===== config.mk =====
export PLATFORM = sky130hd
export DESIGN_NAME = dispatch_unit
export DESIGN_NICKNAME = d
export VERILOG_FILES = /design/src/source/dispatch_pkg.sv /design/src/source/dispatch_control.sv /design/src/source/dispatch_unit.sv /design/src/source/inst_decoder.sv /design/src/source/register_file.sv /design/src/source/register_status_table.sv /design/src/source/tag_fifo.sv
export SDC_FILE = /design/constraint.sdc
export NUM_CORES = 2
export LEC_CHECK = 0
export ABC_CLOCK_PERIOD_IN_PS = 16800
export BUFFER_PORTS_ARGS = -buffer_cell sky130_fd_sc_hd__buf_2
export CAP_MARGIN = 25
export CORE_MARGIN = 10
export CORE_UTILIZATION = 35
export DETAILED_ROUTE_END_ITERATION = 8
export MAX_ROUTING_LAYER = met4
export PLACE_DENSITY = 0.56
export SLEW_MARGIN = 20
export SYNTH_ARGS = -nofsm -noshare
export SYNTH_HDL_FRONTEND = slang
export SYNTH_SLANG_ARGS = --single-unit

===== constraint.sdc =====
create_clock -name clk -period 16.8 [get_ports clk]
set_input_delay 2.52 -clock clk [delete_from_list [all_inputs] [get_ports clk]]
set_output_delay 2.52 -clock clk [all_outputs]
set_load 0.01 [all_outputs]

===== src/source/dispatch_pkg.sv =====
package dispatch_pkg;

   localparam int word_bits     = 32;
   localparam int reg_addr_bits = 5;
   localparam int tag_bits      = 6;
   localparam int imm_bits      = 16;
   localparam int opcode_bits   = 6;

   localparam int num_regs = 32;
   localparam int num_tags = 64;

   typedef logic [word_bits-1:0]     word_t;
   typedef logic [reg_addr_bits-1:0] reg_addr_t;
   typedef logic [tag_bits-1:0]      tag_t;
   typedef logic [imm_bits-1:0]      imm_t;
   typedef logic [opcode_bits-1:0]   opcode_t;

   // MIPS primary opcodes that dispatch understands
   localparam opcode_t opcode_rtype = 6'h00;
   localparam opcode_t opcode_j     = 6'h02;
   localparam opcode_t opcode_beq   = 6'h04;
   localparam opcode_t opcode_bne   = 6'h05;
   localparam opcode_t opcode_lw    = 6'h23;
   localparam opcode_t opcode_sw    = 6'h2b;

   // R-type function codes that leave the integer queue
   localparam opcode_t funct_mult  = 6'h18;
   localparam opcode_t funct_multu = 6'h19;
   localparam opcode_t funct_div   = 6'h1a;
   localparam opcode_t funct_divu  = 6'h1b;

   // Opcode seen by the load/store issue queue
   localparam logic ls_func_lw = 1'b0;
   localparam logic ls_func_sw = 1'b1;

   typedef enum logic [1:0] {
      queue_int,
      queue_ls,
      queue_mult,
      queue_div
   } queue_e;

   typedef enum logic {
      st_dispatch,
      st_branch_stall
   } dispatch_state_e;

endpackage


===== src/source/dispatch_control.sv =====
`timescale 1ns/1ns

module dispatch_control import dispatch_pkg::*; (
   input  logic        clk,
   input  logic        rst,
   input  queue_e      queue,
   input  logic        needs_queue,
   input  logic        needs_tag,
   input  logic        is_branch,
   input  logic        is_jump,
   input  logic        is_load,
   input  imm_t        imm,
   input  word_t       branch_target_offset,
   input  logic [25:0] jump_index,
   input  logic        ifq_empty,
   input  word_t       ifq_pc_plus4,
   input  logic        int_ready,
   input  logic        ls_ready,
   input  logic        mult_ready,
   input  logic        div_ready,
   input  logic        tag_empty,
   input  tag_t        head_tag,
   input  tag_t        rs_tag,
   input  tag_t        rt_tag,
   input  logic        rs_busy,
   input  logic        rt_busy,
   input  word_t       rs_data,
   input  word_t       rt_data,
   input  logic        cdb_valid,
   input  tag_t        cdb_tag,
   input  word_t       cdb_data,
   input  logic        cdb_branch,
   input  logic        cdb_branch_taken,
   output logic        int_en,
   output logic        ls_en,
   output logic        mult_en,
   output logic        div_en,
   output logic        ifq_ren,
   output logic        ifq_branch_valid,
   output word_t       ifq_branch_addr,
   output logic        tag_pop,
   output logic        status_set,
   output imm_t        queue_imm,
   output tag_t        queue_rd_tag,
   output tag_t        queue_rs_tag,
   output tag_t        queue_rt_tag,
   output word_t       queue_rs_data,
   output word_t       queue_rt_data,
   output logic        queue_rs_valid,
   output logic        queue_rt_valid
);

   dispatch_state_e state;
   dispatch_state_e next_state;
   word_t           branch_target_r;
   logic            state_ok;
   logic            queue_ready;
   logic            can_dispatch;
   logic            jump_fire;
   logic            taken_redirect;
   logic            rs_fwd;
   logic            rt_fwd;

   // While stalled, only a not-taken outcome in this same cycle lets the next instruction go
   assign state_ok = (state == st_dispatch) || (cdb_branch && !cdb_branch_taken);

   always_comb begin
      case (queue)
         queue_int:  queue_ready = int_ready;
         queue_ls:   queue_ready = ls_ready;
         queue_mult: queue_ready = mult_ready;
         default:    queue_ready = div_ready;
      endcase
   end

   assign can_dispatch = !ifq_empty && needs_queue && queue_ready && state_ok
                         && (!needs_tag || !tag_empty);
   assign jump_fire      = !ifq_empty && is_jump && state_ok;
   assign taken_redirect = (state == st_branch_stall) && cdb_branch && cdb_branch_taken;

   assign int_en     = can_dispatch && (queue == queue_int);
   assign ls_en      = can_dispatch && (queue == queue_ls);
   assign mult_en    = can_dispatch && (queue == queue_mult);
   assign div_en     = can_dispatch && (queue == queue_div);
   assign ifq_ren    = can_dispatch || jump_fire;
   assign tag_pop    = can_dispatch && needs_tag;
   assign status_set = tag_pop;

   assign ifq_branch_valid = jump_fire || taken_redirect;
   assign ifq_branch_addr  = jump_fire ? {ifq_pc_plus4[31:28], jump_index, 2'b00}
                                       : branch_target_r;

   // A result broadcast in the dispatch cycle has not reached the register file yet
   assign rs_fwd = rs_busy && cdb_valid && (cdb_tag == rs_tag);
   assign rt_fwd = rt_busy && cdb_valid && (cdb_tag == rt_tag);

   assign queue_imm      = imm;
   assign queue_rd_tag   = head_tag;
   assign queue_rs_tag   = rs_tag;
   assign queue_rs_data  = rs_fwd ? cdb_data : rs_data;
   assign queue_rs_valid = !rs_busy || rs_fwd;

   // A load writes rt rather than reading it, so that slot carries its own tag
   assign queue_rt_tag   = is_load ? head_tag : rt_tag;
   assign queue_rt_data  = rt_fwd ? cdb_data : rt_data;
   assign queue_rt_valid = is_load || !rt_busy || rt_fwd;

   always_comb begin
      next_state = state;
      if (can_dispatch && is_branch) begin
         next_state = st_branch_stall;
      end else if (state == st_branch_stall && cdb_branch) begin
         next_state = st_dispatch;
      end
   end

   always_ff @(posedge clk) begin
      if (rst) begin
         state <= st_dispatch;
      end else begin
         state <= next_state;
      end
   end

   // Held until the CDB reports the outcome
   always_ff @(posedge clk) begin
      if (can_dispatch && is_branch) begin
         branch_target_r <= ifq_pc_plus4 + branch_target_offset;
      end
   end

   // The decoder never marks a word both as a queue instruction and as a jump
   one_enable: assert property (@(posedge clk) disable iff (rst)
      $onehot0({int_en, ls_en, mult_en, div_en, jump_fire}));

endmodule


===== src/source/dispatch_unit.sv =====
`timescale 1ns/1ns

module dispatch_unit import dispatch_pkg::*; (
   input  logic      clk,
   input  logic      rst,
   input  word_t     ifq_inst,
   input  word_t     ifq_pc_plus4,
   input  logic      ifq_empty,
   output logic      ifq_ren,
   output logic      ifq_branch_valid,
   output word_t     ifq_branch_addr,
   input  logic      cdb_valid,
   input  tag_t      cdb_tag,
   input  word_t     cdb_data,
   input  logic      cdb_branch,
   input  logic      cdb_branch_taken,
   output imm_t      queue_imm,
   output tag_t      queue_rd_tag,
   output tag_t      queue_rs_tag,
   output tag_t      queue_rt_tag,
   output word_t     queue_rs_data,
   output word_t     queue_rt_data,
   output logic      queue_rs_valid,
   output logic      queue_rt_valid,
   output logic      int_en,
   output opcode_t   int_opcode,
   input  logic      int_ready,
   output logic      ls_en,
   output logic      ls_opcode,
   input  logic      ls_ready,
   output logic      mult_en,
   input  logic      mult_ready,
   output logic      div_en,
   input  logic      div_ready,
   input  reg_addr_t debug_addr,
   output word_t     debug_data
);

   queue_e              queue;
   logic                needs_queue;
   logic                needs_tag;
   logic                is_branch;
   logic                is_jump;
   logic                is_load;
   reg_addr_t           dest_addr;
   reg_addr_t           rs_addr;
   reg_addr_t           rt_addr;
   imm_t                imm;
   word_t               branch_target_offset;
   logic [25:0]         jump_index;
   logic                tag_empty;
   tag_t                head_tag;
   logic                tag_pop;
   logic                status_set;
   tag_t                rs_tag;
   tag_t                rt_tag;
   logic                rs_busy;
   logic                rt_busy;
   logic [num_regs-1:0] write_onehot;
   word_t               rs_data;
   word_t               rt_data;

   inst_decoder inst_decoder_inst (
      .inst (ifq_inst),
      .queue,
      .needs_queue,
      .needs_tag,
      .is_branch,
      .is_jump,
      .is_load,
      .dest_addr,
      .rs_addr,
      .rt_addr,
      .int_opcode,
      .ls_opcode,
      .imm,
      .branch_target_offset,
      .jump_index
   );

   dispatch_control dispatch_control_inst (
      .clk,
      .rst,
      .queue,
      .needs_queue,
      .needs_tag,
      .is_branch,
      .is_jump,
      .is_load,
      .imm,
      .branch_target_offset,
      .jump_index,
      .ifq_empty,
      .ifq_pc_plus4,
      .int_ready,
      .ls_ready,
      .mult_ready,
      .div_ready,
      .tag_empty,
      .head_tag,
      .rs_tag,
      .rt_tag,
      .rs_busy,
      .rt_busy,
      .rs_data,
      .rt_data,
      .cdb_valid,
      .cdb_tag,
      .cdb_data,
      .cdb_branch,
      .cdb_branch_taken,
      .int_en,
      .ls_en,
      .mult_en,
      .div_en,
      .ifq_ren,
      .ifq_branch_valid,
      .ifq_branch_addr,
      .tag_pop,
      .status_set,
      .queue_imm,
      .queue_rd_tag,
      .queue_rs_tag,
      .queue_rt_tag,
      .queue_rs_data,
      .queue_rt_data,
      .queue_rs_valid,
      .queue_rt_valid
   );

   register_file register_file_inst (
      .clk,
      .rst,
      .rs_addr,
      .rt_addr,
      .debug_addr,
      .write_onehot,
      .cdb_data,
      .rs_data,
      .rt_data,
      .debug_data
   );

   register_status_table register_status_table_inst (
      .clk,
      .rst,
      .rs_addr,
      .rt_addr,
      .set_valid (status_set),
      .set_addr  (dest_addr),
      .set_tag   (head_tag),
      .cdb_valid,
      .cdb_tag,
      .rs_tag,
      .rt_tag,
      .rs_busy,
      .rt_busy,
      .write_onehot
   );

   tag_fifo tag_fifo_inst (
      .clk,
      .rst,
      .pop      (tag_pop),
      .cdb_valid,
      .cdb_tag,
      .head_tag,
      .empty    (tag_empty)
   );

endmodule


===== src/source/inst_decoder.sv =====
`timescale 1ns/1ns

module inst_decoder import dispatch_pkg::*; (
   input  word_t       inst,
   output queue_e      queue,
   output logic        needs_queue,
   output logic        needs_tag,
   output logic        is_branch,
   output logic        is_jump,
   output logic        is_load,
   output reg_addr_t   dest_addr,
   output reg_addr_t   rs_addr,
   output reg_addr_t   rt_addr,
   output opcode_t     int_opcode,
   output logic        ls_opcode,
   output imm_t        imm,
   output word_t       branch_target_offset,
   output logic [25:0] jump_index
);

   opcode_t   opcode;
   opcode_t   funct;
   reg_addr_t rd_addr;

   // R, I and J formats share the opcode, rs and rt positions
   assign opcode     = inst[31:26];
   assign rs_addr    = inst[25:21];
   assign rt_addr    = inst[20:16];
   assign rd_addr    = inst[15:11];
   assign funct      = inst[5:0];
   assign imm        = inst[15:0];
   assign jump_index = inst[25:0];

   // Branch displacement counts words, so it is shifted into a byte offset
   assign branch_target_offset = {{14{inst[15]}}, inst[15:0], 2'b00};

   always_comb begin
      queue       = queue_int;
      needs_queue = 1'b0;
      needs_tag   = 1'b0;
      is_branch   = 1'b0;
      is_jump     = 1'b0;
      is_load     = 1'b0;
      dest_addr   = rd_addr;
      int_opcode  = '0;
      ls_opcode   = ls_func_lw;
      case (opcode)
         opcode_rtype: begin
            needs_queue = 1'b1;
            needs_tag   = 1'b1;
            case (funct)
               funct_mult, funct_multu: queue = queue_mult;
               funct_div, funct_divu:   queue = queue_div;
               default:                 int_opcode = funct;
            endcase
         end
         opcode_beq, opcode_bne: begin
            // The integer unit resolves the compare and reports it on the CDB
            needs_queue = 1'b1;
            is_branch   = 1'b1;
            int_opcode  = opcode;
         end
         opcode_j: begin
            is_jump = 1'b1;
         end
         opcode_lw: begin
            queue       = queue_ls;
            needs_queue = 1'b1;
            needs_tag   = 1'b1;
            is_load     = 1'b1;
            dest_addr   = rt_addr;
         end
         opcode_sw: begin
            queue       = queue_ls;
            needs_queue = 1'b1;
            ls_opcode   = ls_func_sw;
         end
         default: ;
      endcase
   end

endmodule


===== src/source/register_file.sv =====
`timescale 1ns/1ns

module register_file import dispatch_pkg::*; (
   input  logic                clk,
   input  logic                rst,
   input  reg_addr_t           rs_addr,
   input  reg_addr_t           rt_addr,
   input  reg_addr_t           debug_addr,
   input  logic [num_regs-1:0] write_onehot,
   input  word_t               cdb_data,
   output word_t               rs_data,
   output word_t               rt_data,
   output word_t               debug_data
);

   word_t regs [num_regs];

   assign rs_data    = regs[rs_addr];
   assign rt_data    = regs[rt_addr];
   assign debug_data = regs[debug_addr];

   // Every register waiting on the broadcast tag takes the CDB value
   always_ff @(posedge clk) begin
      if (rst) begin
         for (int i = 0; i < num_regs; i++) begin
            regs[i] <= '0;
         end
      end else begin
         for (int i = 0; i < num_regs; i++) begin
            if (write_onehot[i]) begin
               regs[i] <= cdb_data;
            end
         end
      end
   end

   // The tag FIFO hands each tag out once, so a tag is pending in one register at most
   single_writer: assert property (@(posedge clk) disable iff (rst) $onehot0(write_onehot));

endmodule


===== src/source/register_status_table.sv =====
`timescale 1ns/1ns

module register_status_table import dispatch_pkg::*; (
   input  logic                clk,
   input  logic                rst,
   input  reg_addr_t           rs_addr,
   input  reg_addr_t           rt_addr,
   input  logic                set_valid,
   input  reg_addr_t           set_addr,
   input  tag_t                set_tag,
   input  logic                cdb_valid,
   input  tag_t                cdb_tag,
   output tag_t                rs_tag,
   output tag_t                rt_tag,
   output logic                rs_busy,
   output logic                rt_busy,
   output logic [num_regs-1:0] write_onehot
);

   logic [num_regs-1:0] busy;
   tag_t                tags [num_regs];

   assign rs_tag  = tags[rs_addr];
   assign rt_tag  = tags[rt_addr];
   assign rs_busy = busy[rs_addr];
   assign rt_busy = busy[rt_addr];

   always_comb begin
      for (int i = 0; i < num_regs; i++) begin
         write_onehot[i] = cdb_valid && busy[i] && (tags[i] == cdb_tag);
      end
   end

   // A new producer for a register overrides a CDB clear of its older tag
   always_ff @(posedge clk) begin
      if (rst) begin
         busy <= '0;
         for (int i = 0; i < num_regs; i++) begin
            tags[i] <= '0;
         end
      end else begin
         for (int i = 0; i < num_regs; i++) begin
            if (write_onehot[i]) begin
               busy[i] <= 1'b0;
            end
         end
         if (set_valid) begin
            busy[set_addr] <= 1'b1;
            tags[set_addr] <= set_tag;
         end
      end
   end

   set_tag_known: assert property (@(posedge clk) disable iff (rst)
      set_valid |-> !$isunknown(set_tag));

endmodule


===== src/source/tag_fifo.sv =====
`timescale 1ns/1ns

module tag_fifo import dispatch_pkg::*; (
   input  logic clk,
   input  logic rst,
   input  logic pop,
   input  logic cdb_valid,
   input  tag_t cdb_tag,
   output tag_t head_tag,
   output logic empty
);

   tag_t              mem [num_tags];
   tag_t              rd_ptr;
   tag_t              wr_ptr;
   logic [tag_bits:0] count;
   logic              push;

   // Every result on the CDB frees its tag
   assign push     = cdb_valid;
   assign empty    = (count == '0);
   assign head_tag = mem[rd_ptr];

   always_ff @(posedge clk) begin
      if (rst) begin
         // Starts full with the tags in ascending order
         for (int i = 0; i < num_tags; i++) begin
            mem[i] <= tag_t'(i);
         end
         rd_ptr <= '0;
         wr_ptr <= '0;
         count  <= (tag_bits + 1)'(num_tags);
      end else begin
         if (push) begin
            mem[wr_ptr] <= cdb_tag;
            wr_ptr      <= wr_ptr + 1'b1;
         end
         if (pop) begin
            rd_ptr <= rd_ptr + 1'b1;
         end
         case ({push, pop})
            2'b10:   count <= count + 1'b1;
            2'b01:   count <= count - 1'b1;
            default: count <= count;
         endcase
      end
   end

   no_pop_empty: assert property (@(posedge clk) disable iff (rst) pop |-> !empty);

   // A returned tag was issued earlier, so the FIFO cannot be full when it comes back
   no_push_full: assert property (@(posedge clk) disable iff (rst)
      push |-> (count < num_tags));

endmodule

After elaboration in Yosys (flattened, before gate mapping)
Memory sizes are Yosys's and may differ from the RTL's. A register that Yosys moved wholly into a read port is not among the register bits.
Index checks and enable logic that the tools add are counted.

word-level totals
  register bits = 84
  RAM bits = 1,600
  input bits = 117
  output and inout port bits = 177
  word-level logic and storage cells = 445
  memories kept = 3

operators by class
  add/subtract/negate cells = 5
  order comparisons = 4
  equality and inequality tests = 48
  muxes and demuxes = 234
  bitwise gates (word level) = 34
  reductions and logical operators = 111

memory list
  name                             depth  width  read ports  clocked after memory_dff  wr ports  line                         RTL
  register_file_inst.regs          32     32     3           0                         32        register_file.sv:16          word_t regs [num_regs];
  tag_fifo_inst.mem                64     6      1           1                         64        tag_fifo.sv:13               tag_t mem [num_tags];
  register_status_table_inst.tags  32     6      34          0                         32        register_status_table.sv:21  tag_t tags [num_regs];

operator list
  cell                                                                    number
  32-bit 2-to-1 mux                                                       36
  6-bit equality test                                                     34
  1-bit 2-to-1 mux                                                        181
  1-bit logical AND                                                       84
  6-bit 2-to-1 mux                                                        7
  32-bit adder                                                            1
  1-bit OR                                                                32
  32-bit OR                                                               1
  6-bit by 5-bit equality test with 1-bit output (second input constant)  4
  5-bit by 6-bit < comparator with 1-bit output (second input constant)   3
  7-bit case mux with 2 select lines                                      1
  6-bit by 1-bit adder with 6-bit output (second input constant)          2
  6-bit by 3-bit equality test with 1-bit output (second input constant)  2
  6-bit equality test (second input constant)                             2
  6-bit case mux with 2 select lines                                      1
  6-bit OR reduction                                                      2
  1-bit binary-select mux with 5-bit select                               2
  5-bit 2-to-1 mux                                                        2
  2-bit OR reduction                                                      5
  2-bit case mux with 2 select lines                                      2
  7-bit by 1-bit adder with 7-bit output (second input constant)          1
  7-bit zero test                                                         1
  1-bit logical OR                                                        7
  7-bit by 1-bit subtractor with 7-bit output (second input constant)     1
  13 further kinds                                                        22

Longest topological paths before layout
  word-level depth = 15
  gate-level depth with buffers = 17
  gate-level depth less buffers = 15

Cells and area by module
Synthesis repeated with hierarchy kept, for this count alone.

second synthesis, totals
  cells, all modules = 8,294
  area, all modules = 100,506.4 um^2

modules (own cells, without submodules)
  module                 times used  cells each  area each (um^2)  seq. area each (um^2)
  register_file          1           5,231       61,830.6          30,749.5
  tag_fifo               1           1,402       19,093.3          12,031.5
  register_status_table  1           1,096       14,405.1          6,406.1
  dispatch_control       1           447         4,305.4           980.9
  inst_decoder           1           118         872.1             0.0

Worst setup path before layout
Ideal clock, no wire load.

  path type = input port to output port
  start = input ifq_inst[22]
  end = output queue_rs_data[10]
  arrival time = 5.455 ns
  data required time = 14.280 ns
  path slack = 8.825 ns
  stages = 10
  buffers on the path = 6
  cell sequence = buf_6 buf_2 buf_2 buf_2 buf_1 buf_1 mux4_2 mux4_2 mux2_2 mux2_4

on the way
  cells in the longest elaborated chain, start to end = 5
  elaborated cells on any way between the ends = 8
  classes of those cells = eq/ne (1); mux (3); reduce/logical (2); memory (2)

ends and longest elaborated chain
  item                                                                       line                     RTL
  from (decl)                                                                dispatch_unit.sv:6       input word_t ifq_inst,
  parallel branches: the longest is 4 deep, another holds memory 32 x 6 bit  --
  32-bit 2-to-1 mux *                                                        dispatch_control.sv:100  assign queue_rs_data = rs_fwd ? cdb_data : rs_data;
  to (decl)                                                                  dispatch_unit.sv:21      output word_t queue_rs_data,

Every way passes the cells marked *. The select of a mux whose other input is x is not followed.

Worst setup path after layout
  start = input ifq_inst[23]
  end = output queue_rs_data[0]

Same word-level chain as after synthesis.

==> metrics.md <==
| Metric | Value |
|---|---|
| Outcome | finished, final reports clean |
| Static Leak | 35.3 nW |
| Part of the power in registers | 0.464 |
| Row count | 190 |
| Post-DP HPWL | 199000 um |
| Worst Setup Start Kind | primary input |
| Hold slack | 0.484 ns |
| Boundary Pins | 294 |
| Final period utilization | 0.596 |
| Wirelength per Cell | 34.5 um |
| Slowest CP cell | buf_4 |
| Worst endpoint required time | 14.28 ns |
| Crit path DAT | 7.49 ns |
| Min-delay worst type | flop to flop |
| Syn_nets | 6348 |
| Area Overhead vs Synth | 12.1% |
| Reg area | 50200 um^2 |
| Crit path max fanout | 64 |
| Gpl congestion | 0.973 |
| Peak Freq | 0.0999 GHz |
| Vias/cell | 6.24 |
| Hold path depth | 2 |
| Clock power share | 0.405 |
| Warnings from Yosys | 0 |
| Die span in y | 540 um |
| Sw Pwr | 0.00273 W |
| Post-route ant nets | 0 |
| Worst r2r path cells | 9 |
| Max Slew Vio Count | 0 |
| Total congestion overflow | 0 |
| Starting Density | 0.352 |
| Die width | 540 um |
| Most frequent cell on the critical path | buf_4 |
| CTS Buf Count | 190 |
| Tot GR Track Use | 0.235 |
| Post-CTS setup buffer count | 0 |
| Fillers | 24600 |
| Clk sinks | 1690 |
| Hold_buf cts | 0 |
| Cell internal pwr | 0.00785 W |
| Nature of the critical path endpoint | primary output |
| Pwr Density | 100 nW/um^2 |
| Synthesized area per cell | 15.3 um^2 |
| #FFs+latches synth | 1690 |
| Die ar. | 291000 um^2 |
| Async S/R FF share, synth | 0 |
| Mapped Area | 94500 um^2 |
| Distinct cell type count after synthesis | 70 |
| PostCTS Resize Cnt | 0 |
| R2R setup slack | 11.76 ns |
| Most frequent cells in the layout | edfxtp_1 (1632), mux4_2 (1164), nor2_1 (904) |
| Clock skew | 0.0869 ns |
| Clock Pin Slew Worst Setup and Hold Paths | 0.05 ns |
| Share of layout cells above drive strength 1 | 0.337 |
| Most common cell after layout, fill and taps aside | edfxtp_1 |
| Critical path type | primary input to primary output |
| # setup viols final | 0 |
| Root Buffer | clkbuf_16 |
| # DRC | 0 |
| Reg-to-Reg End | register_status_table_inst.tags[21][2]$_SDFFCE_PN0P_ |
| CTS max path bufs | 3 |
| Nets | 6343 |
| Peak supply drop | 0.112 mV |
| Critical-path cell list | buf_6 -> buf_4 -> mux4_1 -> mux4_2 -> a211o_1 -> xnor2_1 -> nand4_1 -> nor4_4 -> buf_4 -> mux2_2 -> buf_2 |
| Top FF cell, synth | edfxtp_1 |
| Via count of the routed design | 61900 |
| Combinational Power Share | 0.131 |
| Multi-input gate area | 41900 um^2 |
| Slew @ Worst Pin | 1.21 ns |
| First-pass GRT wire length | 481000 um |
| Skew-Pair Late Insertion Delay | 0.90 ns |
| Hold Violations, Final | 0 |
| Total negative slack | 0 ns |
| First-pass DRT Iterations | 6 |
| Mapped Cells | 6196 |
| Core Box Area | 268000 um^2 |
| Switching Fraction | 0.258 |
| Initial antenna violation count | 29 |
| DRT iter0 DRCs | 8535 |
| Sequential-to-total area share from yosys stat | 0.531 |
| Hold path start | tag_fifo_inst.rd_ptr[5]$_SDFFE_PP0N_ |
| Slowest stage delay, CP | 0.86 ns |
| Final min period | 10.01 ns |
| Post-synth EDFFs | 1632 |
| Number of global-route vias before repair | 62100 |
| Total wire length | 342000 um |
| Slew headroom | 0.195 |
| Max-Cap Viols | 0 |
| Buffers on Ports | 293 |
| H-tree levels | 4 |
| Largest net degree at the start of global routing | 141 |
| CTS tree | done |
| RSZ-0062 raised after global routing | false |
worst max-delay path, delay by kind of cell:
kind                   cells  cell delay [ns]
buffers and inverters      4             2.17
multiplexers               3             1.33
AND/OR/NAND/NOR            2             0.62
AO/OA/AOI/OAI              1             0.35
XOR/XNOR                   1             0.15
per-stage QoR:
step	cell area, um^2	cells	total power (W)	setup slack (ns)	utilization
detailed placement	99500	9549	0.00637	6.92	0.371
finish	106000	9921	0.0106	6.79	0.395
global placement	99500	9549	0.00635	6.99	0.371
floorplan	94500	6196	0.00584	8.82	-
global route	106000	9921	0.0109	6.75	0.395
CTS	106000	9904	0.0106	6.90	0.394
layer usage:
layer / vias up / GRT usage / wire, um
li1: 24500 / - / -
met1: 32600 / 0.305 / 131000
met2: 4056 / 0.358 / 158000
met3: 787 / 0.0513 / 36300
met4: 0 / 0.0940 / 16700
met5: - / - / 0
power by group through the flow:
stage | sequential [W] | combinational (W) | clock (W)
finish | 0.00491 | 0.00139 | 0.00429
global placement | 0.00498 | 0.00137 | 0
global route | 0.00493 | 0.00144 | 0.00450
CTS | 0.00491 | 0.00138 | 0.00433
floorplan | 0.00495 | 0.000892 | 0
detailed placement | 0.00499 | 0.00138 | 0
final cells by class:
cell class,count,area share
inverters,94,0.00340
repair buffers,420,0.0247
flip-flops and latches,1690,0.474
well taps,3552,0.0420
diodes,15,0.000354
multi-input cells,3795,0.396
clock buffers,238,0.0475
clock inverters,117,0.0125
kinds of logic after synthesis:
group / share of synthesized area
muxes: 0.307
and+or+nand+nor: 0.0898
AOI/OAI and AO/OA: 0.0151
adders and majority gates: 0.00471
DFF: 0.531
xor gates and xnor gates: 0.0230
buffers and inverters: 0.0296
flip-flops by register name, summed over array words and instances, names as in the netlist, named ones only:
| signal | count |
|---|---|
| tag_fifo_inst.count | 7 |
| register_status_table_inst.busy | 32 |
| tag_fifo_inst.wr_ptr | 6 |
| register_file_inst.regs | 1024 |
| tag_fifo_inst.rd_ptr | 6 |
| tag_fifo_inst.mem | 384 |
| register_status_table_inst.tags | 192 |
| dispatch_control_inst.branch_target_r | 32 |
| dispatch_control_inst.state | 1 |
synthesized netlist by cell type (all sizes together), types with 26 or more instances:
library cell,count,area share
nand4,34,0.0023
mux4,1169,0.28
dfxtp,58,0.012
mux2i,68,0.0072
edfxtp,1632,0.52
nor2,904,0.036
xnor2,163,0.015
nor2b,26,0.0017
nand2,317,0.013
nand3,85,0.0045
mux2,167,0.021
clkbuf,415,0.016
o21ai,67,0.0035
xor2,85,0.0079
and2,71,0.0047
nand2b,114,0.0075
a21oi,58,0.0031
inv,93,0.0037
buf,202,0.0094
nor3,166,0.0088
ha,34,0.0045
or2,56,0.0037
or3,69,0.0046
worst max-delay path by stage:
stage / startpoint / end / slack [ns] / cells past startpoint
floorplan: ifq_inst[22] / queue_rs_data[10] / 8.82 / 10
detailed placement: ifq_inst[23] / queue_rs_data[0] / 6.92 / 11
finish: ifq_inst[23] / queue_rs_data[0] / 6.79 / 11
global placement: ifq_inst[23] / queue_rs_data[0] / 6.99 / 11
CTS: ifq_inst[23] / queue_rs_data[0] / 6.90 / 11
global route: ifq_inst[23] / queue_rs_data[0] / 6.75 / 11
Power figures use the tool's default switching activity.
